File: src/verilog/rv_memsys_cfg.svh
/*
 * Memory map and timing constants for the RV32I memory subsystem.
 * Include in any module or testbench that needs the map or wait counts.
 */
`ifndef RV_MEMSYS_CFG_SVH
`define RV_MEMSYS_CFG_SVH

// 32-bit RAM words, byte range 0 .. RAM_WORDS*4-1
`define RAM_WORDS 512

// single data register of the slow peripheral
`define PERIPH_ADDR 32'h0000_1000

// access cycles with pready low before the peripheral answers
`define PERIPH_WAIT 3

`endif

File: src/verilog/rv_memsys_pkg.sv
/*
 * Types shared by the memory handler, the APB fabric and the testbench.
 * Import with rv_memsys_pkg::* inside a module body.
 */
`default_nettype none

package rv_memsys_pkg;

    typedef logic [31:0] addr_t;
    typedef logic [31:0] word_t;
    typedef logic [3:0]  strb_t;

    // func3 of loads and stores
    typedef enum logic [2:0] {
        OP_B  = 3'd0,
        OP_H  = 3'd1,
        OP_W  = 3'd2,
        OP_BU = 3'd4,
        OP_HU = 3'd5
    } mem_op_t;

    typedef enum logic [2:0] {
        ST_INC,
        ST_FETCH,
        ST_FWAIT,
        ST_LORS,
        ST_LSWAIT,
        ST_REGOP
    } handler_state_t;

    // load/store request from the core
    typedef struct packed {
        logic    read;
        logic    write;
        mem_op_t op;
        addr_t   addr;
        word_t   wdata;
    } mem_req_t;

    // master to slave
    typedef struct packed {
        logic  psel;
        logic  penable;
        logic  pwrite;
        addr_t paddr;
        word_t pwdata;
        strb_t pstrb;
    } apb_req_t;

    // slave to master
    typedef struct packed {
        logic  pready;
        logic  pslverr;
        word_t prdata;
    } apb_rsp_t;

endpackage

`default_nettype wire

File: src/verilog/apb_decoder.sv
/*
 * APB address decoder: routes psel to the RAM or the peripheral register
 * and muxes their responses back. Unmapped addresses get an error
 * response straight from the decoder, without wait states.
 */
`timescale 1ns/1ps
`default_nettype none

`include "rv_memsys_cfg.svh"

module apb_decoder (
    input  rv_memsys_pkg::apb_req_t apb_in,
    input  rv_memsys_pkg::apb_rsp_t ram_rsp,
    input  rv_memsys_pkg::apb_rsp_t reg_rsp,
    output rv_memsys_pkg::apb_req_t ram_req,
    output rv_memsys_pkg::apb_req_t reg_req,
    output rv_memsys_pkg::apb_rsp_t apb_out
);
    import rv_memsys_pkg::*;

    localparam addr_t RAM_BYTES = addr_t'(`RAM_WORDS * 4);

    logic ram_hit;
    logic reg_hit;

    assign ram_hit = (apb_in.paddr < RAM_BYTES);
    assign reg_hit = (apb_in.paddr == `PERIPH_ADDR);

    // same bus to both slaves, only psel is gated
    always_comb begin
        ram_req      = apb_in;
        ram_req.psel = apb_in.psel && ram_hit;
        reg_req      = apb_in;
        reg_req.psel = apb_in.psel && reg_hit;
    end

    // response mux
    always_comb begin
        if (ram_hit) begin
            apb_out = ram_rsp;
        end else if (reg_hit) begin
            apb_out = reg_rsp;
        end else begin
            // hole in the map, error in the first access cycle
            apb_out.pready  = apb_in.psel && apb_in.penable;
            apb_out.pslverr = apb_in.psel && apb_in.penable;
            apb_out.prdata  = '0;
        end
    end

    // peripheral must sit outside the RAM range
    sel_onehot: assert final ($onehot0({ram_req.psel, reg_req.psel}))
        else $error("more than one APB slave selected");

endmodule

`default_nettype wire

File: config.mk
export PLATFORM = sky130hd
export DESIGN_NAME = apb_decoder
export DESIGN_NICKNAME = d
export VERILOG_FILES = /design/src/verilog/rv_memsys_pkg.sv /design/src/verilog/apb_decoder.sv
export VERILOG_INCLUDE_DIRS = /design/src /design/src/verilog
export SDC_FILE = /design/constraint.sdc
export NUM_CORES = 1
export LEC_CHECK = 0
export ABC_AREA = 1
export BUFFER_PORTS_ARGS = -buffer_cell sky130_fd_sc_hd__buf_2
export CORE_AREA = 2 2 121 123
export DETAILED_ROUTE_END_ITERATION = 10
export DIE_AREA = 0 0 123 125
export PLACE_DENSITY = 0.48
export SLEW_MARGIN = 20
export SYNTH_ARGS = -nofsm -noshare
export SYNTH_HDL_FRONTEND = slang
export SYNTH_SLANG_ARGS = --single-unit
File: constraint.sdc
create_clock -name vclk -period 2.35
set_clock_uncertainty 0.1 [all_clocks]
set_input_delay 0.47 -clock vclk [all_inputs]
set_output_delay 0.47 -clock vclk [all_outputs]
set_load 0.02 [all_outputs]
==> results.cfg <==
[grt]
antenna_found_initial = 0
gr-total-overflow = 0
grt_pass1_vias = 1911
grt_pass1_wl_um = 9560
grt_max_degree = 33
grt_usage = 0.0784

[layout]
seq_area_sq_um = 0
fill_cells = 1666
design.seq.count = 0
fin_nets = 559
area_delta_synth_final_pct = 39.9
diodes = 0
finish.instance_area_sq_um = 2790
clock_buffers = 0
drive_gt1_frac = 0.732

[run_status]
status = completed

[hold_path]
hp-class = input pin to output port
worstHoldStart = apb_in[26]

[routing]
wl_met3_um = 846
via_count = 2068
wire_per_inst_um = 11.3
first_iter_violations = 26
viasPerCell = 3.44
drc_errors = 0
first_pass_iters = 4
ant_nets = 0
drt_wl_total_um = 6830
met2_wirelength_um = 3480
top_layer_used = met4
met1_length_um = 2280

[place]
gp_congestion = 0.722
portBuffers = 204
dp_hpwl_um = 5830
dpl_cell_area_sq_um = 2350

[die]
die_x_um = 123
placementRows = 44
die_h_um = 125
boundaryPins = 315
start_util = 0.141
core_sq_um = 14200
die-area_sq_um = 15400

[timing]
clock.fmax_mhz = 445
rsz0062_at_grt = no
fin_crit_ps = 2250
period_share = 0.956
maxSlewViolCount = 0
setup_viol = 0
max_slew_margin = 0.761
finalHoldViolations = 0
worst_pin_slew_ps = 359

[critical_path]
end_kind = output port
critPathMaxFanout = 9
cp-startpoint = apb_in[65]
arrival_ps = 1680
critPathLaunchType = input pin
critPathKind = input pin to output port
required_ps = 1780

[yosys]
synthCells = 335
synth_top_cell_area_share = 0.534
synthDistinctLibCells = 15
synth_seq_area_share = 0
yosys.area.top_type = buf_4
yosys_warnings = 0
syn_area_per_cell_sq_um = 5.96
synth_area_leaders = buf_4, nand2_1, o21ai_2, inv_1, nor2_1
syn_area_sq_um = 2000
synth.net_count = 474

[flow_run]
max-cap-violations = 0

[pwr]
power_density_nw_per_um2 = 126
p_leak_uw = 0.00163
power_uw = 351
peakVddDrop_uv = 66.3
## report_power, final
group,switching (uW),internal (uW),leakage (uW)
registers,0,0,0
clock network,0,0,0
logic,191,161,0.00163
total,191,161,0.00163
## worst max-delay path: stages
cell     delay [ps]
buf_6           100
inv_4            40
nand2_4          50
nor2_4          120
nand2_4          80
nor3_4          220
buf_12          170
buf_12          130
nand2_1          80
o21ai_4          70
buf_6           130
## stage by stage
| stage | hold slack (ps) | std cells | setup slack (ps) | TNS (ps) | util |
|---|---|---|---|---|---|
| finish | 840 | 602 | 102 | 0 | 0.197 |
| global route | 840 | 602 | 3.54 | 0 | 0.197 |
| CTS | 840 | 602 | -35.5 | -158 | 0.184 |
| detailed placement | 840 | 600 | -164 | -2050 | 0.165 |
| global placement | 840 | 600 | -203 | -2030 | 0.165 |
| floorplan | 953 | 335 | 233 | 0 | - |
## layout make-up
class | count | area [sq um] | area share
Tap cell | 184 | 230 | 0.0824
Multi-Input combinational cell | 156 | 877 | 0.314
Inverter | 30 | 124 | 0.0443
Timing Repair Buffer | 232 | 1560 | 0.559
## cell usage after synthesis
| library cell | instances |
|---|---|
| nor3_4 | 1 |
| and2_0 | 1 |
| buf_4 | 142 |
| nor2_2 | 1 |
| nand2_1 | 100 |
| o21ai_0 | 3 |
| inv_1 | 30 |
| nand2_2 | 2 |
| nor3_2 | 1 |
| o21ai_2 | 28 |
| nor2_1 | 16 |
| nand3_1 | 2 |
| clkbuf_1 | 3 |
| o21ai_1 | 1 |
| buf_6 | 4 |
## layer usage
layer / vias up / track usage
li1: 1038 / -
met1: 851 / 0.0799
met2: 153 / 0.150
met3: 26 / 0.0233
met4: 0 / 0.0247
met5: - / 0
## worst paths after layout
kind,cells past startpoint,slack [ps],endpoint
setup / recovery,11,100,apb_out[2]
hold / removal,0,840,ram_req[26]
## cell families after synthesis
kind of cell / share of synthesized area
buffers and inverters: 0.618
AND/OR/NAND/NOR: 0.249
AO/OA/AOI/OAI: 0.133
## layout by cell type (no fill, tap or decap)
cell,n
o21ai_4,1
nand2_4,3
nor3_4,2
inv_2,11
inv_1,15
inv_4,3
buf_16,1
nor2_1,9
clkinvlp_4,1
o21ai_2,28
o21ai_1,3
nand2_1,83
nand2_2,16
buf_4,35
buf_12,4
buf_2,155
nor2_2,4
and2_4,1
nor2_4,4
buf_6,37
nand3_1,2
## timing repair
item                                    4_1_cts  5_1_grt
gates cloned                                  1        0
pin swaps                                     8       20
resized for setup                            75       57
setup buffers                                 1        0
hold buffers                                  0        0
endpoints found under the setup margin       35       36
(Power assumes the default switching activity.)
