`config.mk`:
```
export PLATFORM = sky130hd
export DESIGN_NAME = mem_handler
export DESIGN_NICKNAME = d
export VERILOG_FILES = /design/src/verilog/rv_memsys_cfg.svh /design/src/verilog/rv_memsys_pkg.sv /design/src/verilog/mem_handler.sv
export SDC_FILE = /design/constraint.sdc
export NUM_CORES = 1
export LEC_CHECK = 0
export BUFFER_PORTS_ARGS = -buffer_cell sky130_fd_sc_hd__buf_2
export CORE_MARGIN = 2
export CORE_UTILIZATION = 53
export CTS_CLUSTER_DIAMETER = 30
export DETAILED_ROUTE_END_ITERATION = 8
export GPL_TIMING_DRIVEN = 0
export PLACE_DENSITY_LB_ADDON = 0.3
export SLEW_MARGIN = 20
export SYNTH_ARGS = -nofsm -noshare
export SYNTH_HDL_FRONTEND = slang
export SYNTH_SLANG_ARGS = --single-unit
```
`constraint.sdc`:
```
create_clock -name clk -period 9 [get_ports clk]
set_clock_uncertainty 0.1 [all_clocks]
set_input_delay 1.8 -clock clk [delete_from_list [all_inputs] [get_ports clk]]
set_output_delay 1.8 -clock clk [all_outputs]
set_load 0.01 [all_outputs]
```
`src/verilog/rv_memsys_cfg.svh`:
```
/*
 * Memory map and timing constants for the RV32I memory subsystem.
 * Include in any module or testbench that needs the map or wait counts.
 */
`ifndef RV_MEMSYS_CFG_SVH
`define RV_MEMSYS_CFG_SVH

// 32-bit RAM words, byte range 0 .. RAM_WORDS*4-1
`define RAM_WORDS 512

// single data register of the slow peripheral
`define PERIPH_ADDR 32'h0000_1000

// access cycles with pready low before the peripheral answers
`define PERIPH_WAIT 3

`endif

```
`src/verilog/rv_memsys_pkg.sv`:
```
/*
 * Types shared by the memory handler, the APB fabric and the testbench.
 * Import with rv_memsys_pkg::* inside a module body.
 */
`default_nettype none

package rv_memsys_pkg;

    typedef logic [31:0] addr_t;
    typedef logic [31:0] word_t;
    typedef logic [3:0]  strb_t;

    // func3 of loads and stores
    typedef enum logic [2:0] {
        OP_B  = 3'd0,
        OP_H  = 3'd1,
        OP_W  = 3'd2,
        OP_BU = 3'd4,
        OP_HU = 3'd5
    } mem_op_t;

    typedef enum logic [2:0] {
        ST_INC,
        ST_FETCH,
        ST_FWAIT,
        ST_LORS,
        ST_LSWAIT,
        ST_REGOP
    } handler_state_t;

    // load/store request from the core
    typedef struct packed {
        logic    read;
        logic    write;
        mem_op_t op;
        addr_t   addr;
        word_t   wdata;
    } mem_req_t;

    // master to slave
    typedef struct packed {
        logic  psel;
        logic  penable;
        logic  pwrite;
        addr_t paddr;
        word_t pwdata;
        strb_t pstrb;
    } apb_req_t;

    // slave to master
    typedef struct packed {
        logic  pready;
        logic  pslverr;
        word_t prdata;
    } apb_rsp_t;

endpackage

`default_nettype wire

```
`src/verilog/mem_handler.sv`:
```
/*
 * Multicycle memory handler and APB master: fetches the word at pc, then
 * runs the load or store the core requests. Store data is lane steered
 * with byte strobes; load data is lane selected and extended per func3.
 */
`timescale 1ns/1ps
`default_nettype none

module mem_handler (
    input  logic                      clk,
    input  logic                      nrst,
    input  rv_memsys_pkg::addr_t      pc,
    input  rv_memsys_pkg::mem_req_t   req,
    input  rv_memsys_pkg::apb_rsp_t   apb_rsp,
    output rv_memsys_pkg::apb_req_t   apb_req,
    output rv_memsys_pkg::word_t      instr,
    output logic                      instr_valid,
    output rv_memsys_pkg::word_t      load_data,
    output logic                      load_valid,
    output logic                      pc_step,
    output logic                      bus_err
);
    import rv_memsys_pkg::*;

    handler_state_t state;
    handler_state_t next_state;
    apb_req_t       apb_d;
    logic           xfer_done;
    logic           err_q;
    word_t          rdata_q;
    logic [1:0]     lane;
    word_t          st_data;
    strb_t          st_strb;
    word_t          ld_shift;
    word_t          ld_ext;
    logic           misaligned;

    // transfer ends in the access cycle that sees pready
    assign xfer_done = apb_req.psel && apb_req.penable && apb_rsp.pready;
    assign lane      = req.addr[1:0];

    // store lanes: replicate, the strobes pick the byte or half
    always_comb begin
        case (req.op)
            OP_B: begin
                st_data = {4{req.wdata[7:0]}};
                st_strb = strb_t'(4'b0001 << lane);
            end
            OP_H: begin
                st_data = {2{req.wdata[15:0]}};
                st_strb = strb_t'(4'b0011 << lane);
            end
            OP_W: begin
                st_data = req.wdata;
                st_strb = 4'b1111;
            end
            default: begin
                // no store encoding, nothing written
                st_data = req.wdata;
                st_strb = 4'b0000;
            end
        endcase
    end

    // load lane select and extension
    assign ld_shift = rdata_q >> {lane, 3'b000};

    always_comb begin
        case (req.op)
            OP_B:    ld_ext = {{24{ld_shift[7]}}, ld_shift[7:0]};
            OP_H:    ld_ext = {{16{ld_shift[15]}}, ld_shift[15:0]};
            OP_BU:   ld_ext = {24'b0, ld_shift[7:0]};
            OP_HU:   ld_ext = {16'b0, ld_shift[15:0]};
            default: ld_ext = rdata_q;
        endcase
    end

    always_comb begin
        next_state = state;
        apb_d      = apb_req;
        case (state)
            ST_INC: begin
                // leave once pc_step has been seen by the core
                if (pc_step) begin
                    next_state = ST_FETCH;
                end
            end
            ST_FETCH: begin
                // setup phase of the fetch read
                apb_d.psel    = 1'b1;
                apb_d.penable = 1'b0;
                apb_d.pwrite  = 1'b0;
                apb_d.paddr   = pc;
                apb_d.pwdata  = '0;
                apb_d.pstrb   = '0;
                next_state    = ST_FWAIT;
            end
            ST_FWAIT: begin
                if (xfer_done) begin
                    apb_d.psel    = 1'b0;
                    apb_d.penable = 1'b0;
                    next_state    = ST_LORS;
                end else begin
                    apb_d.penable = 1'b1;
                end
            end
            ST_LORS: begin
                if (req.read || req.write) begin
                    apb_d.psel    = 1'b1;
                    apb_d.penable = 1'b0;
                    apb_d.pwrite  = req.write;
                    apb_d.paddr   = req.addr;
                    apb_d.pwdata  = req.write ? st_data : '0;
                    // reads carry no strobes
                    apb_d.pstrb   = req.write ? st_strb : '0;
                    next_state    = ST_LSWAIT;
                end else begin
                    next_state = ST_INC;
                end
            end
            ST_LSWAIT: begin
                if (xfer_done) begin
                    apb_d.psel    = 1'b0;
                    apb_d.penable = 1'b0;
                    next_state    = apb_req.pwrite ? ST_INC : ST_REGOP;
                end else begin
                    apb_d.penable = 1'b1;
                end
            end
            default: begin
                // ST_REGOP, result goes out on the way to ST_INC
                next_state = ST_INC;
            end
        endcase
    end

    always_ff @(posedge clk or negedge nrst) begin
        if (!nrst) begin
            state       <= ST_INC;
            apb_req     <= '0;
            pc_step     <= 1'b0;
            instr_valid <= 1'b0;
            load_valid  <= 1'b0;
            bus_err     <= 1'b0;
            err_q       <= 1'b0;
        end else begin
            state       <= next_state;
            apb_req     <= apb_d;
            // one pulse per entry into ST_INC
            pc_step     <= (next_state == ST_INC);
            instr_valid <= (state == ST_FWAIT) && xfer_done;
            load_valid  <= (state == ST_REGOP);
            bus_err     <= xfer_done && apb_rsp.pslverr;
            if (state == ST_LSWAIT && xfer_done) begin
                err_q <= apb_rsp.pslverr;
            end
        end
    end

    // payload captures
    always_ff @(posedge clk) begin
        if (state == ST_FWAIT && xfer_done) begin
            instr <= apb_rsp.prdata;
        end
        if (state == ST_LSWAIT && xfer_done) begin
            rdata_q <= apb_rsp.prdata;
        end
        if (state == ST_REGOP) begin
            // failed load reads as zero
            load_data <= err_q ? '0 : ld_ext;
        end
    end

    assign misaligned = ((req.op == OP_H || req.op == OP_HU) && req.addr[0])
                     || (req.op == OP_W && req.addr[1:0] != 2'b00);

    // slave may stall, master must not move
    apb_hold: assert property (@(posedge clk) disable iff (!nrst)
        (apb_req.psel && apb_req.penable && !apb_rsp.pready) |=> $stable(apb_req))
        else $error("APB request changed during wait state");

    req_rw_excl: assert property (@(posedge clk) disable iff (!nrst)
        (state == ST_LORS) |-> !(req.read && req.write))
        else $error("request with read and write both set");

    req_aligned: assert property (@(posedge clk) disable iff (!nrst)
        (state == ST_LORS && (req.read || req.write)) |-> !misaligned)
        else $error("misaligned load/store request");

endmodule

`default_nettype wire

```
==> summary by stage <==
Route
Dividing the detail-routed wire length by the instance count gives 18.87 µm. After detailed routing, the number of vias per cell comes to 5.555. The detailed router placed 5,894 vias in this run. After detailed routing, the total wire length is 20.02 mm. The first-pass iteration count of the detailed router is 5.

The antenna violation net count after detailed routing is 0. The first routing iteration left 420 violations. The remaining routing DRC violations is 0.

Logic synthesis
The most used flip-flop cell after synthesis is sky130_fd_sc_hd__edfxtp_1. The synthesized netlist net count is 712. Summing every instance area after synthesis gives 0.007306 mm². Synthesis instantiated 42 different standard cells from the library. The share of the Yosys chip area taken by registers is 66.52%.

The leading area contributor after synthesis is sky130_fd_sc_hd__edfxtp_1. Among all cell types in the netlist, the one instantiated most often is sky130_fd_sc_hd__edfxtp_1. The warning count from the yosys run is 0. The average instance in the mapped netlist occupies 12.71 µm². The area share of the largest cell type after synthesis is 39.46%. Ranked by instance count, the synthesized netlist is headed by 96 x sky130_fd_sc_hd__edfxtp_1, 88 x sky130_fd_sc_hd__nand2_1, 79 x sky130_fd_sc_hd__dfrtp_1. In the synthesized netlist the async set-or-reset flop fraction comes to 45.14%. Counting every instance in the synthesized netlist gives 575. After synthesis the netlist holds a flip-flop and latch count of 175. Sorting the synthesized cells by area gives the leading types as sky130_fd_sc_hd__edfxtp_1 39%, sky130_fd_sc_hd__dfrtp_1 27%, sky130_fd_sc_hd__mux2i_1 8.8%, sky130_fd_sc_hd__nand2_1 4.5%, sky130_fd_sc_hd__o21ai_0 4.3%. The synthesized design contains 96 enable-type register cells.

CTS
The TritonCTS buffer count is 17. The insertion delay of the later-clocked pin in the worst-skew pair is 430 ps. The clock sink total is 175. Counting along the longest clock path gives a buffer depth of 2. After clock tree synthesis, the clock-pin slew on the worst setup and hold paths is 60 ps.

Once the clock tree was built, the setup fixing pass inserted 0 buffers. The clock tree from TritonCTS is yes. The count of hold-fix buffers inserted at cts is 0. The root cell of the clock tree is sky130_fd_sc_hd__clkbuf_16. The post-cts repair resize count is 0. In this run the number of H-tree levels came out at 4.

Power
Across the VDD grid, the largest voltage drop is 223.6 µV. The leakage dissipation is 4.707 nW. Power spread over the standard cell area amounts to 279.9 mW/mm².

GRT
The global routing usage summed across all routing layers is 27.06%. The first global-routing pass estimated 29.77 mm of wire. The largest net degree at the start of global routing is 57.

The initial antenna violation count is 1. The via count of the first global-routing pass is 5,781. The residual overflow from global routing is 0.

Floorplanning
The die area is 0.01474 mm². The core outline area is 0.01335 mm². The initialized floorplan defines 42 standard-cell rows. 276 I/O pins were placed.

The die is 121.4 µm tall. Measured along the x axis, the die boundary spans 121.4 µm. The starting density of the core is 54.73%.

Place
The half-perimeter wire length of the detailed placement result is 15.03 mm. The post-place setup slack is 4982 ps. The congestion estimate from routability-driven global placement came to 0.8409. The instance count after placement with tap cells included is 1,029.

The count of input and output buffers is 272.

Run status
The flow ran to the end, and the final reports show no timing, DRC or antenna violations.

Layout
The multi-input combinational cells in the finished layout cover a total of 0.002231 mm². After filler insertion, the fill cell instance count of the layout stands at 952. For this run, the post-layout net count is 1,009. The repair_antennas step left the layout with diodes totalling 0.

Relative to the synthesized area, the layout overhead comes to 31.58%. The finished layout holds 1,061 standard cells, fillers aside. The final standard cell utilization of the core is 72.02%. The proportion of layout cells with a drive suffix above 1 is 38.19%. In the final layout, flip-flops and latches occupy 0.004860 mm².

Critical path
The kind of start point of the critical path is a primary input. The critical path contains buffers and inverters numbering 4 combined. For this run, the slowest stage of the critical path takes 530 ps. The cell that appears most often on the critical path is sky130_fd_sc_hd__buf_4. In this run the register-to-register setup slack is 6490 ps. The critical path goes through buf_2 -> and3_1 -> nand2_1 -> nor3b_2 -> buf_4 -> buf_4 -> buf_4. On the critical path the largest part of the delay comes from simple AND/OR/NAND/NOR gates.

The required time reported for the critical path endpoint is 9030 ps. The biggest fanout along the worst timing path is 12. The critical-path cell with the highest stage delay is sky130_fd_sc_hd__nor3b_2. Data arrives at the worst endpoint at 3560 ps. STA classifies the critical path endpoint as a register.

The worst setup path is of the in -> reg kind.

Timing
The number of failing hold endpoints at the final stage was 0. The worst slew margin relative to its limit is 54.30%. Setup repair after global routing left no endpoint under its margin. The share of the clock period used by the worst path after layout is 39.23%. The max-slew violation total from the final report came to 0.

Counting I/O delays and the setup requirement, the final critical path takes 3530 ps. The final setup slack of the worst path is 5470 ps. The final setup violation count is 0. The accumulated negative setup slack is 0 ps. The measured slew at the worst slew-check pin is 682.9 ps. The achievable frequency is 0.2832 GHz.

Min path
The min-delay analysis places its worst path in the category reg -> reg.

Run
The tool flagged a number of max-cap violations equal to 0.
==> state kept, by name (all words and copies together) (netlist names) <==
register and flops:
rdata_q 32, instr_valid 1, load_valid 1, instr 32
err_q 1, state 3, pc_step 1, apb_req 71
bus_err 1, load_data 32
==> where the power goes <==
part	switching [W]	internal [W]	total, W
Sequential	0.0000941	0.00105	0.00115
Combinational	0.000494	0.000313	0.000807
Clock	0.000304	0.000433	0.000737
Total	0.000892	0.00180	0.00269
==> metrics by stage <==
stage               hold slack (ps)  total power, W  cell area (µm²)
floorplan                     407.0        0.001601             7306
global placement              345.8        0.001916             8887
detailed placement            349.9        0.001966             9015
CTS                           363.8        0.002700             9613
global route                  380.8        0.002831             9613
finish                        361.7        0.002691             9613
==> cells in the final DEF (no fill, tap or decap), types with 3 or more instances in the layout <==
master and n:
sky130_fd_sc_hd__o21ai_0 63, sky130_fd_sc_hd__buf_16 3, sky130_fd_sc_hd__nor2b_1 4, sky130_fd_sc_hd__a21o_1 16
sky130_fd_sc_hd__a22o_1 10, sky130_fd_sc_hd__clkbuf_16 18, sky130_fd_sc_hd__nor3_1 7, sky130_fd_sc_hd__o2bb2ai_1 7
sky130_fd_sc_hd__inv_1 9, sky130_fd_sc_hd__nand2b_1 3, sky130_fd_sc_hd__buf_6 3, sky130_fd_sc_hd__buf_4 6
sky130_fd_sc_hd__mux2i_1 64, sky130_fd_sc_hd__nand2_1 88, sky130_fd_sc_hd__nor2_1 31, sky130_fd_sc_hd__a211o_1 3
sky130_fd_sc_hd__edfxtp_1 96, sky130_fd_sc_hd__buf_2 282, sky130_fd_sc_hd__clkbuf_1 23, sky130_fd_sc_hd__a21oi_1 12
sky130_fd_sc_hd__a22oi_1 7, sky130_fd_sc_hd__a221oi_1 9, sky130_fd_sc_hd__mux2_2 3, sky130_fd_sc_hd__dfrtp_1 79
sky130_fd_sc_hd__clkinvlp_4 3
==> metal layers <==
| metal | track usage, % | share of wire [%] |
|---|---|---|
| met1 | 32.03 | 38 |
| met2 | 46.42 | 51 |
| met3 | 8.600 | 8.7 |
| met4 | 9.842 | 2.1 |
| met5 | 0 | 0.065 |
==> final timing paths <==
path	start	to	cells past startpoint
min	apb_req[31]$_DFFE_PN0P_	apb_req[31]$_DFFE_PN0P_	2
max in group asynchronous	nrst	apb_req[8]$_DFFE_PN0P_	2
min in group asynchronous	nrst	apb_req[41]$_DFFE_PN0P_	1
max reg2reg	apb_req[70]$_DFFE_PN0P_	instr[29]$_DFFE_PP_	6
min reg2reg	apb_req[31]$_DFFE_PN0P_	apb_req[31]$_DFFE_PN0P_	2
max	apb_rsp[33]	instr[29]$_DFFE_PP_	7
==> cell type report <==
cell class                      instances  area share, %
Multi-Input combinational cell        349          23.21
Clock buffer                           20          4.868
Timing Repair Buffer                  278          15.28
Tap cell                              176          2.291
Clock inverter                         12          1.354
Inverter                               11         0.4295
Sequential cell                       175          50.55
Buffer                                 40          2.017
==> worst register-to-register path, cell delays in order (launching register included) <==
cell and delay (ps):
sky130_fd_sc_hd__dfrtp_1 410, sky130_fd_sc_hd__and3_1 290, sky130_fd_sc_hd__nand2_1 170, sky130_fd_sc_hd__nor3b_2 540, sky130_fd_sc_hd__buf_4 270, sky130_fd_sc_hd__buf_4 200, sky130_fd_sc_hd__buf_4 230
==> cell families after synthesis <==
logic type / Yosys count / share of synthesized area [%]
buffers and inverters: 51 / 3.220
AND/OR/NAND/NOR: 144 / 8.221
AO/OA/AOI/OAI: 137 / 12.69
multiplexers: 67 / 9.231
XOR/XNOR: 1 / 0.1199
flip-flops: 175 / 66.52
(Power assumes the default switching activity.)
