<file path="config.mk">
export PLATFORM = sky130hd
export DESIGN_NAME = apb_slow_reg
export DESIGN_NICKNAME = d
export VERILOG_FILES = /design/src/verilog/rv_memsys_pkg.sv /design/src/verilog/apb_slow_reg.sv
export VERILOG_INCLUDE_DIRS = /design/src /design/src/verilog
export SDC_FILE = /design/constraint.sdc
export NUM_CORES = 1
export LEC_CHECK = 0
export ABC_AREA = 1
export ABC_CLOCK_PERIOD_IN_PS = 1800
export BUFFER_PORTS_ARGS = -buffer_cell sky130_fd_sc_hd__buf_4
export CORE_MARGIN = 4
export CORE_UTILIZATION = 41
export DETAILED_ROUTE_END_ITERATION = 10
export GPL_ROUTABILITY_DRIVEN = 0
export PLACE_DENSITY = 0.83
export SYNTH_ARGS = -nofsm -noshare
export SYNTH_HDL_FRONTEND = slang
export SYNTH_SLANG_ARGS = --single-unit
</file>
<file path="constraint.sdc">
create_clock -name clk -period 1.8 [get_ports clk]
set_input_delay 0.36 -clock clk [delete_from_list [all_inputs] [get_ports clk]]
set_output_delay 0.36 -clock clk [all_outputs]
set_load 0.02 [all_outputs]
</file>
<file path="src/verilog/rv_memsys_cfg.svh">
/*
 * Memory map and timing constants for the RV32I memory subsystem.
 * Include in any module or testbench that needs the map or wait counts.
 */
`ifndef RV_MEMSYS_CFG_SVH
`define RV_MEMSYS_CFG_SVH

// 32-bit RAM words, byte range 0 .. RAM_WORDS*4-1
`define RAM_WORDS 512

// single data register of the slow peripheral
`define PERIPH_ADDR 32'h0000_1000

// access cycles with pready low before the peripheral answers
`define PERIPH_WAIT 3

`endif

</file>
<file path="src/verilog/rv_memsys_pkg.sv">
/*
 * Types shared by the memory handler, the APB fabric and the testbench.
 * Import with rv_memsys_pkg::* inside a module body.
 */
`default_nettype none

package rv_memsys_pkg;

    typedef logic [31:0] addr_t;
    typedef logic [31:0] word_t;
    typedef logic [3:0]  strb_t;

    // func3 of loads and stores
    typedef enum logic [2:0] {
        OP_B  = 3'd0,
        OP_H  = 3'd1,
        OP_W  = 3'd2,
        OP_BU = 3'd4,
        OP_HU = 3'd5
    } mem_op_t;

    typedef enum logic [2:0] {
        ST_INC,
        ST_FETCH,
        ST_FWAIT,
        ST_LORS,
        ST_LSWAIT,
        ST_REGOP
    } handler_state_t;

    // load/store request from the core
    typedef struct packed {
        logic    read;
        logic    write;
        mem_op_t op;
        addr_t   addr;
        word_t   wdata;
    } mem_req_t;

    // master to slave
    typedef struct packed {
        logic  psel;
        logic  penable;
        logic  pwrite;
        addr_t paddr;
        word_t pwdata;
        strb_t pstrb;
    } apb_req_t;

    // slave to master
    typedef struct packed {
        logic  pready;
        logic  pslverr;
        word_t prdata;
    } apb_rsp_t;

endpackage

`default_nettype wire

</file>
<file path="src/verilog/apb_slow_reg.sv">
/*
 * Slow peripheral with one byte-writable data register on APB.
 * Holds pready low for `PERIPH_WAIT access cycles on every transfer.
 */
`timescale 1ns/1ps
`default_nettype none

`include "rv_memsys_cfg.svh"

module apb_slow_reg (
    input  logic                    clk,
    input  logic                    nrst,
    input  rv_memsys_pkg::apb_req_t apb_in,
    output rv_memsys_pkg::apb_rsp_t apb_out
);
    import rv_memsys_pkg::*;

    localparam int CNT_W = (`PERIPH_WAIT > 0) ? $clog2(`PERIPH_WAIT + 1) : 1;
    localparam logic [CNT_W-1:0] WAIT_MAX = CNT_W'(`PERIPH_WAIT);

    word_t            data_q;
    logic [CNT_W-1:0] wait_cnt;
    logic             access;
    logic             xfer;

    assign access = apb_in.psel && apb_in.penable;
    // device done after the wait count
    assign xfer   = access && (wait_cnt == WAIT_MAX);

    assign apb_out.pready  = xfer;
    assign apb_out.pslverr = 1'b0;
    assign apb_out.prdata  = data_q;

    always_ff @(posedge clk or negedge nrst) begin
        if (!nrst) begin
            wait_cnt <= '0;
            data_q   <= 32'hA5A5_0F0F;
        end else begin
            if (access && !xfer) begin
                wait_cnt <= wait_cnt + 1'b1;
            end else begin
                wait_cnt <= '0;
            end
            if (xfer && apb_in.pwrite) begin
                for (int b = 0; b < 4; b++) begin
                    if (apb_in.pstrb[b]) begin
                        data_q[8*b +: 8] <= apb_in.pwdata[8*b +: 8];
                    end
                end
            end
        end
    end

    wait_bound: assert property (@(posedge clk) disable iff (!nrst)
        wait_cnt <= WAIT_MAX)
        else $error("peripheral wait counter overran");

endmodule

`default_nettype wire

</file>
==> flow_metrics.env, run 1 <==
export IMPL_die_x_um=70.4
export IMPL_synth_nets=230
export IMPL_timing_final_crit_share_pct=87.7
export IMPL_grt_pass1_wl_mm=5.89
export IMPL_cts_resized=0
export IMPL_wl_mm=3.56
export IMPL_grt_use_total_pct=14.9
export IMPL_cap_violations=0
export IMPL_cts_htree_levels=2
export IMPL_power_density_nw_per_um2=738
export IMPL_postSynthCellCount=156
export IMPL_ys_warn_count=0
export IMPL_ys_types=16
export IMPL_core_area_um2=3720
export IMPL_hold_violations=0
export IMPL_final_cell_mix="74 x buf_4, 64 x nand2_1, 32 x nand4_1"
export IMPL_finalCriticalPeriod_ps=1580
export IMPL_whs_ps=18.9
export IMPL_insertion_delay_ps=270
export IMPL_path_max_fanout=9
export IMPL_fin_nets=299
export IMPL_synth_seq_cells=34
export IMPL_cts_tree="yes"
export IMPL_r2r_cells=7
export IMPL_hold_class="input pin to asynchronous set/reset pin"
export IMPL_final_setup_viol_count=0
export IMPL_finalSetupTns_ps=0
export IMPL_rows=22
export IMPL_start_kind="register"
export IMPL_vias_per_cell=4.92
export IMPL_ys_seq_area_share_pct=54.5
export IMPL_drive_gt1_share_pct=46.0
export IMPL_dp_hpwl_mm=2.60
export IMPL_drt_initial_drc_count=74
export IMPL_rsz0062_at_grt="no"
export IMPL_final_common_cell="buf_4"
export IMPL_remaining_drc_errors=0
export IMPL_finalNonFillerCells=274
export IMPL_cts_hold_buf=0
export IMPL_ir_drop_mv=0.536
export IMPL_grt_overflow=0
export IMPL_cts_buffers=5
export IMPL_start_util_pct=43.0
export IMPL_final_util_pct=58.4
export IMPL_fmax_ghz=0.634
export IMPL_clock_path_buffers=2
export IMPL_dr_pass1_iters=4
export IMPL_fp_dieH_um=70.4
export IMPL_post_cts_buffers=0
export IMPL_grt_pass1_vias=1319
export IMPL_end_kind="output pin"
export IMPL_antenna_cells=0
export IMPL_slew_violations=0
export IMPL_io_buffers=73
export IMPL_grt_max_degree=37
export IMPL_wire_per_inst_um=13.0
export IMPL_cts_root_buf="clkbuf_8"
export IMPL_leakagePower_uw=0.00116
export IMPL_dieArea_um2=4960
export IMPL_mappedNetlistArea_um2=1600
export IMPL_clk_pin_slew_ps=70
export IMPL_area_growth_pct=35.9
export IMPL_arrival_ps=1220
export IMPL_cts_sinks=34
export IMPL_antenna_found_initial=0
export IMPL_boundaryPins=107
export IMPL_vias=1348
export IMPL_finalClockSkew_ps=4.93
export IMPL_worstSetupPathType="register to output pin"
export IMPL_status="finished, final reports clean"
export IMPL_required_ps=1440
export IMPL_drtAntennaViolNets=0
export IMPL_syn_area_per_cell_um2=10.2
export IMPL_dp_cells=266
[final cells by class]
class	instances	area [um^2]
well taps	48	60.1
multi-input cells	107	566
clock buffers	8	90.1
fillers	354	1550
inverters	2	7.51
repair buffers	75	576
flip-flops and latches	34	871
[worst paths after layout]
| kind | startpoint | endpoint | slack (ps) |
|---|---|---|---|
| setup / recovery | wait_cnt[0]$_DFF_PN0_ | apb_out[33] | 220 |
| max in group asynchronous | nrst | data_q[24]$_DFFE_PN1P_ | 1450 |
| hold reg to reg | wait_cnt[0]$_DFF_PN0_ | wait_cnt[0]$_DFF_PN0_ | 440 |
| min in group clk | apb_in[20] | data_q[16]$_DFFE_PN1P_ | 310 |
| hold / removal | nrst | data_q[22]$_DFFE_PN0P_ | 20 |
| setup reg to reg | wait_cnt[0]$_DFF_PN0_ | data_q[28]$_DFFE_PN0P_ | 420 |
[synthesized netlist by cell type]
cell / number / area share [%]
buf_12: 2 / 2.5
buf_4: 7 / 3.3
buf_8: 4 / 3.8
conb_1: 1 / 0.23
dfrtp_1: 18 / 28
dfstp_2: 16 / 26
ha_1: 1 / 0.78
inv_1: 1 / 0.23
inv_2: 1 / 0.23
nand2_1: 64 / 15
nand2_2: 1 / 0.39
nand3_1: 1 / 0.31
nand3_4: 4 / 4.4
nand4_1: 32 / 13
nor2_1: 2 / 0.47
nor2_8: 1 / 1.3
[worst max-delay path, stage by stage (launching register included)]
cell and delay, ps:
dfrtp_1 350, ha_1 170, inv_2 70, nor2_8 180, buf_4 170
[layer usage]
layer,track usage (%),part of all wire [%],wire length [um]
met5,0,0,0
met3,5.61,8.5,304
met4,3.83,0.62,22
met1,18.0,40,1430
met2,24.7,51,1800
[registers in the layout (all words and copies together) (netlist names)]
signal    count
wait_cnt      2
data_q       32
[through the flow]
| stage | setup slack (ps) | power (uW) | instance area, um^2 |
|---|---|---|---|
| final | 222 | 1600 | 2170 |
| after CTS | 212 | 1620 | 2170 |
| after detailed placement | 427 | 1060 | 2080 |
| after global placement | 444 | 1050 | 2080 |
| after global routing | 156 | 1680 | 2170 |
| after floorplan | 377 | 941 | 1600 |
[cell families after synthesis]
group	count (synthesis)	synth area share, %
flops	34	54.5
other cells	1	0.235
buf+inv	15	10.0
fa+ha+maj	1	0.784
simple gates	105	34.4
[power breakdown]
| group | internal, uW | switching (uW) |
|---|---|---|
| logic | 102 | 120 |
| clock network | 312 | 245 |
| registers | 805 | 16.2 |
| total | 1220 | 381 |
No activity file was read; power rests on OpenSTA's default activity.
==> run 2, diff against run 1 <==
BUFFER_PORTS_ARGS = default   (was -buffer_cell sky130_fd_sc_hd__buf_4)
CELL_PAD_IN_SITES_DETAIL_PLACEMENT = 0   (was default)
CELL_PAD_IN_SITES_GLOBAL_PLACEMENT = 2   (was default)
CORE_UTILIZATION = 33   (was 41)
DONT_BUFFER_PORTS = 1   (was default)
PLACE_DENSITY = 0.8   (was 0.83)
==> flow_metrics.env, run 2 (same netlist as run 1, synthesis figures left out) <==
export IMPL_path_delay_family="flip-flops"
export IMPL_clock_path_buffers=2
export IMPL_met3_length_um=361
export IMPL_wire_per_inst_um=16.0
export IMPL_wl_met1_mm=1.30
export IMPL_wl_mm=3.34
export IMPL_whs_ps=200
export IMPL_drt_initial_drc_count=58
export IMPL_path_max_fanout=37
export IMPL_place_area_um2=1530
export IMPL_cts_sinks=34
export IMPL_seqPwrFrac_pct=58.6
export IMPL_p_int_uw=1130
export IMPL_dp_hpwl_mm=2.43
export IMPL_start_util_pct=34.0
export IMPL_fin_area_um2=1650
export IMPL_power_switching_uw=338
export IMPL_rows=25
export IMPL_rsz0062_at_grt="no"
export IMPL_boundaryPins=107
export IMPL_p_clk_share_pct=37.7
export IMPL_grt_pass1_vias=1139
export IMPL_die_x_um=77.6
export IMPL_crit_path_top_delay_cell="dfrtp_1"
export IMPL_arrival_ps=1190
export IMPL_finalSetupTns_ps=0
export IMPL_final_cell_mix="64 x nand2_1, 32 x nand4_1, 18 x dfrtp_1"
export IMPL_final_common_cell="nand2_1"
export IMPL_dp_cells=198
export IMPL_insertion_delay_ps=270
export IMPL_cts_resized=0
export IMPL_largestRegisters="data_q: 32 flops, wait_cnt: 2 flops"
export IMPL_hold_class="input pin to register"
export IMPL_worstHoldPathCells=2
export IMPL_core_area_um2=4690
export IMPL_r2r_cells=7
export IMPL_top_register="data_q"
export IMPL_antenna_cells=0
export IMPL_cts_tree="yes"
export IMPL_fmax_ghz=0.645
export IMPL_start_kind="register"
export IMPL_slew_violations=0
export IMPL_fp_dieH_um=77.6
export IMPL_finalCriticalPeriod_ps=1550
export IMPL_vias=1091
export IMPL_cts_root_buf="clkbuf_8"
export IMPL_area_growth_pct=3.53
export IMPL_finalClockSkew_ps=3.50
export IMPL_final_setup_viol_count=0
export IMPL_status="finished, final reports clean"
export IMPL_required_ps=1440
export IMPL_drive_gt1_share_pct=20.8
export IMPL_grt_use_total_pct=11.8
export IMPL_path_buf_inv=2
export IMPL_path_depth=4
export IMPL_hold_violations=0
export IMPL_highest_layer="met4"
export IMPL_cap_violations=0
export IMPL_cts_buffers=5
export IMPL_ir_drop_mv=0.394
export IMPL_crit_chain="ha_1 > inv_2 > nor2_8 > buf_12"
export IMPL_fin_nets=227
export IMPL_leakagePower_uw=0.000797
export IMPL_power_density_nw_per_um2=890
export IMPL_timing_final_crit_share_pct=86.2
export IMPL_worstSetupPathType="register to output pin"
export IMPL_drtAntennaViolNets=0
export IMPL_dr_pass1_iters=4
export IMPL_grt_overflow=0
export IMPL_largest_register_ffs=32
export IMPL_post_cts_buffers=0
export IMPL_remaining_drc_errors=0
export IMPL_end_kind="output pin"
export IMPL_grt_max_degree=38
export IMPL_io_buffers=0
export IMPL_grt_pass1_wl_mm=5.56
export IMPL_cts_hold_buf=2
export IMPL_clk_pin_slew_ps=70
export IMPL_wl_met2_mm=1.61
export IMPL_swShare_pct=22.9
export IMPL_dieArea_um2=6010
export IMPL_cts_htree_levels=2
export IMPL_antenna_found_initial=0
export IMPL_cpPeakStageDelay_ps=380
export IMPL_power_frac_comb_pct=3.7
export IMPL_finalNonFillerCells=208
export IMPL_vias_per_cell=5.25
[run 2: power groups by stage]
stage                     registers (uW)  clock network (uW)  logic, uW
after floorplan                      869                   0       72.4
after global placement               876                   0       32.1
after detailed placement             876                   0       34.7
after CTS                            864                 583       56.2
after global routing                 866                 622       64.2
final                                863                 554       54.2
[run 2: worst paths after layout]
check                                 startpoint                endpoint  slack [ps]
max                        wait_cnt[0]$_DFF_PN0_             apb_out[33]         250
min                                   apb_in[35]  data_q[31]$_DFFE_PN1P_         200
min reg2reg                wait_cnt[0]$_DFF_PN0_   wait_cnt[0]$_DFF_PN0_         430
max in group asynchronous                   nrst   data_q[9]$_DFFE_PN1P_        1020
max reg2reg                wait_cnt[0]$_DFF_PN0_  data_q[13]$_DFFE_PN0P_         490
min in group asynchronous                   nrst  data_q[19]$_DFFE_PN0P_         530
[run 2: area by class of cell]
class / count / area, um^2
multi-input cells: 107 / 566
repair buffers: 3 / 50.0
inverters: 2 / 7.51
fillers: 492 / 3040
well taps: 54 / 67.6
clock buffers: 7 / 86.3
clock inverters: 1 / 5.00
flip-flops and latches: 34 / 871
[run 2: per-layer routing]
metal	vias up	track usage (%)
met2	51	19.2
met3	8	6.03
met4	0	4.45
li1	518	-
met5	-	0
met1	514	13.2
[run 2: stage by stage]
step	total power [uW]	setup WS [ps]	utilization, %
after CTS	1500	223	35.2
after detailed placement	911	478	32.6
after global routing	1550	174	35.2
final	1470	249	35.2
after floorplan	941	377	-
after global placement	908	521	32.6
==> run 3, diff against run 2 <==
CAP_MARGIN = 25   (was default)
PLACE_DENSITY = default   (was 0.8)
PLACE_DENSITY_LB_ADDON = 0.05   (was default)
==> flow_metrics.env, run 3 (same netlist as run 1, synthesis figures left out) <==
export IMPL_status="finished, final reports clean"
export IMPL_io_buffers=0
export IMPL_dp_cells=199
export IMPL_start_kind="register"
export IMPL_grt_overflow=0
export IMPL_path_max_fanout=21
export IMPL_core_area_um2=4690
export IMPL_final_common_cell="nand2_1"
export IMPL_leakagePower_uw=0.000803
export IMPL_power_density_nw_per_um2=899
export IMPL_top_register="data_q"
export IMPL_finalSetupTns_ps=0
export IMPL_slew_violations=0
export IMPL_cts_root_buf="clkbuf_8"
export IMPL_fmax_ghz=0.636
export IMPL_largestRegisters="data_q: 32 flops, wait_cnt: 2 flops"
export IMPL_fin_area_um2=1660
export IMPL_start_util_pct=34.0
export IMPL_drt_initial_drc_count=63
export IMPL_wl_mm=3.71
export IMPL_hold_violations=0
export IMPL_vias=1087
export IMPL_boundaryPins=107
export IMPL_rsz0062_at_grt="no"
export IMPL_largest_register_ffs=32
export IMPL_path_delay_family="flip-flops"
export IMPL_finalNonFillerCells=209
export IMPL_required_ps=1440
export IMPL_final_setup_viol_count=0
export IMPL_antenna_found_initial=0
export IMPL_rows=25
export IMPL_cts_tree="yes"
export IMPL_remaining_drc_errors=0
export IMPL_final_util_pct=35.4
export IMPL_die_x_um=77.6
export IMPL_crit_path_top_delay_cell="dfrtp_1"
export IMPL_drive_gt1_share_pct=21.3
export IMPL_cts_buffers=5
export IMPL_hold_class="input pin to register"
export IMPL_cpPeakStageDelay_ps=350
export IMPL_fp_dieH_um=77.6
export IMPL_ir_drop_mv=0.308
export IMPL_finalCriticalPeriod_ps=1570
export IMPL_vias_per_cell=5.20
export IMPL_drtAntennaViolNets=0
export IMPL_clock_path_buffers=2
export IMPL_clk_pin_slew_ps=70
export IMPL_finalClockSkew_ps=2.89
export IMPL_dr_pass1_iters=4
export IMPL_final_cell_mix="64 x nand2_1, 32 x nand4_1, 18 x dfrtp_1"
export IMPL_grt_pass1_wl_mm=5.97
export IMPL_timing_final_crit_share_pct=87.4
export IMPL_cap_violations=0
export IMPL_area_growth_pct=4.00
export IMPL_totalPowerFinal_uw=1490
export IMPL_end_kind="output pin"
export IMPL_post_cts_buffers=0
export IMPL_antenna_cells=0
export IMPL_worstSetupPathType="register to output pin"
export IMPL_cts_htree_levels=2
export IMPL_arrival_ps=1210
export IMPL_grt_use_total_pct=12.9
export IMPL_fin_nets=228
export IMPL_path_buf_inv=2
export IMPL_insertion_delay_ps=280
export IMPL_wire_per_inst_um=17.7
export IMPL_dp_hpwl_mm=2.61
export IMPL_cts_sinks=34
export IMPL_grt_max_degree=37
export IMPL_crit_chain="ha_1 > inv_2 > nor2_8 > buf_12"
export IMPL_place_area_um2=1540
export IMPL_grt_pass1_vias=1147
export IMPL_dieArea_um2=6010
==> run 3: cell types whose count changed in the layout (fill, tap and decap cells not counted) <==
cell | previous run | this run
buf_4 | 0 | 1
==> run 3: cell type report <==
class                   instances  area (um^2)
inverters                       2         7.51
clock buffers                   7         86.3
multi-input cells             107          566
fillers                       492         3030
well taps                      54         67.6
repair buffers                  4         57.6
flip-flops and latches         34          871
clock inverters                 1         5.00
==> run 3: per-stage QoR <==
stage	hold slack (ps)	setup WS (ps)
detailed placement	65.5	477
floorplan	64.4	377
global route	171	137
global placement	65.4	461
finish	189	227
CTS	176	204
==> run 3: path summary, 6_finish.rpt <==
kind	from	end	slack (ps)	cells after the start
worst max-delay path	wait_cnt[0]$_DFF_PN0_	apb_out[33]	230	4
min in group asynchronous	nrst	wait_cnt[1]$_DFF_PN0_	520	2
worst max register to register	wait_cnt[0]$_DFF_PN0_	data_q[13]$_DFFE_PN0P_	470	7
worst min register to register	wait_cnt[0]$_DFF_PN0_	wait_cnt[0]$_DFF_PN0_	430	1
max in group asynchronous	nrst	data_q[9]$_DFFE_PN1P_	1020	2
worst min-delay path	apb_in[22]	data_q[18]$_DFFE_PN1P_	190	2
==> run 3: repair_timing <==
item | CTS | global route
hold buffers | 2 | 0
gates resized for setup | 0 | 0
hold endpoints to repair | 34 | 0
==> run 3: power breakdown <==
part | switching (uW) | internal (uW)
logic | 35.5 | 19.5
clock network | 267 | 308
registers | 56.4 | 806
total | 358 | 1130
==> run 3: per-layer routing <==
metal | GRT usage (%) | wire, um | vias to the layer above
met4 | 4.27 | 45 | 0
met1 | 14.3 | 1440 | 513
li1 | - | - | 520
met3 | 7.08 | 378 | 5
met2 | 20.9 | 1840 | 49
met5 | 0 | 0 | -
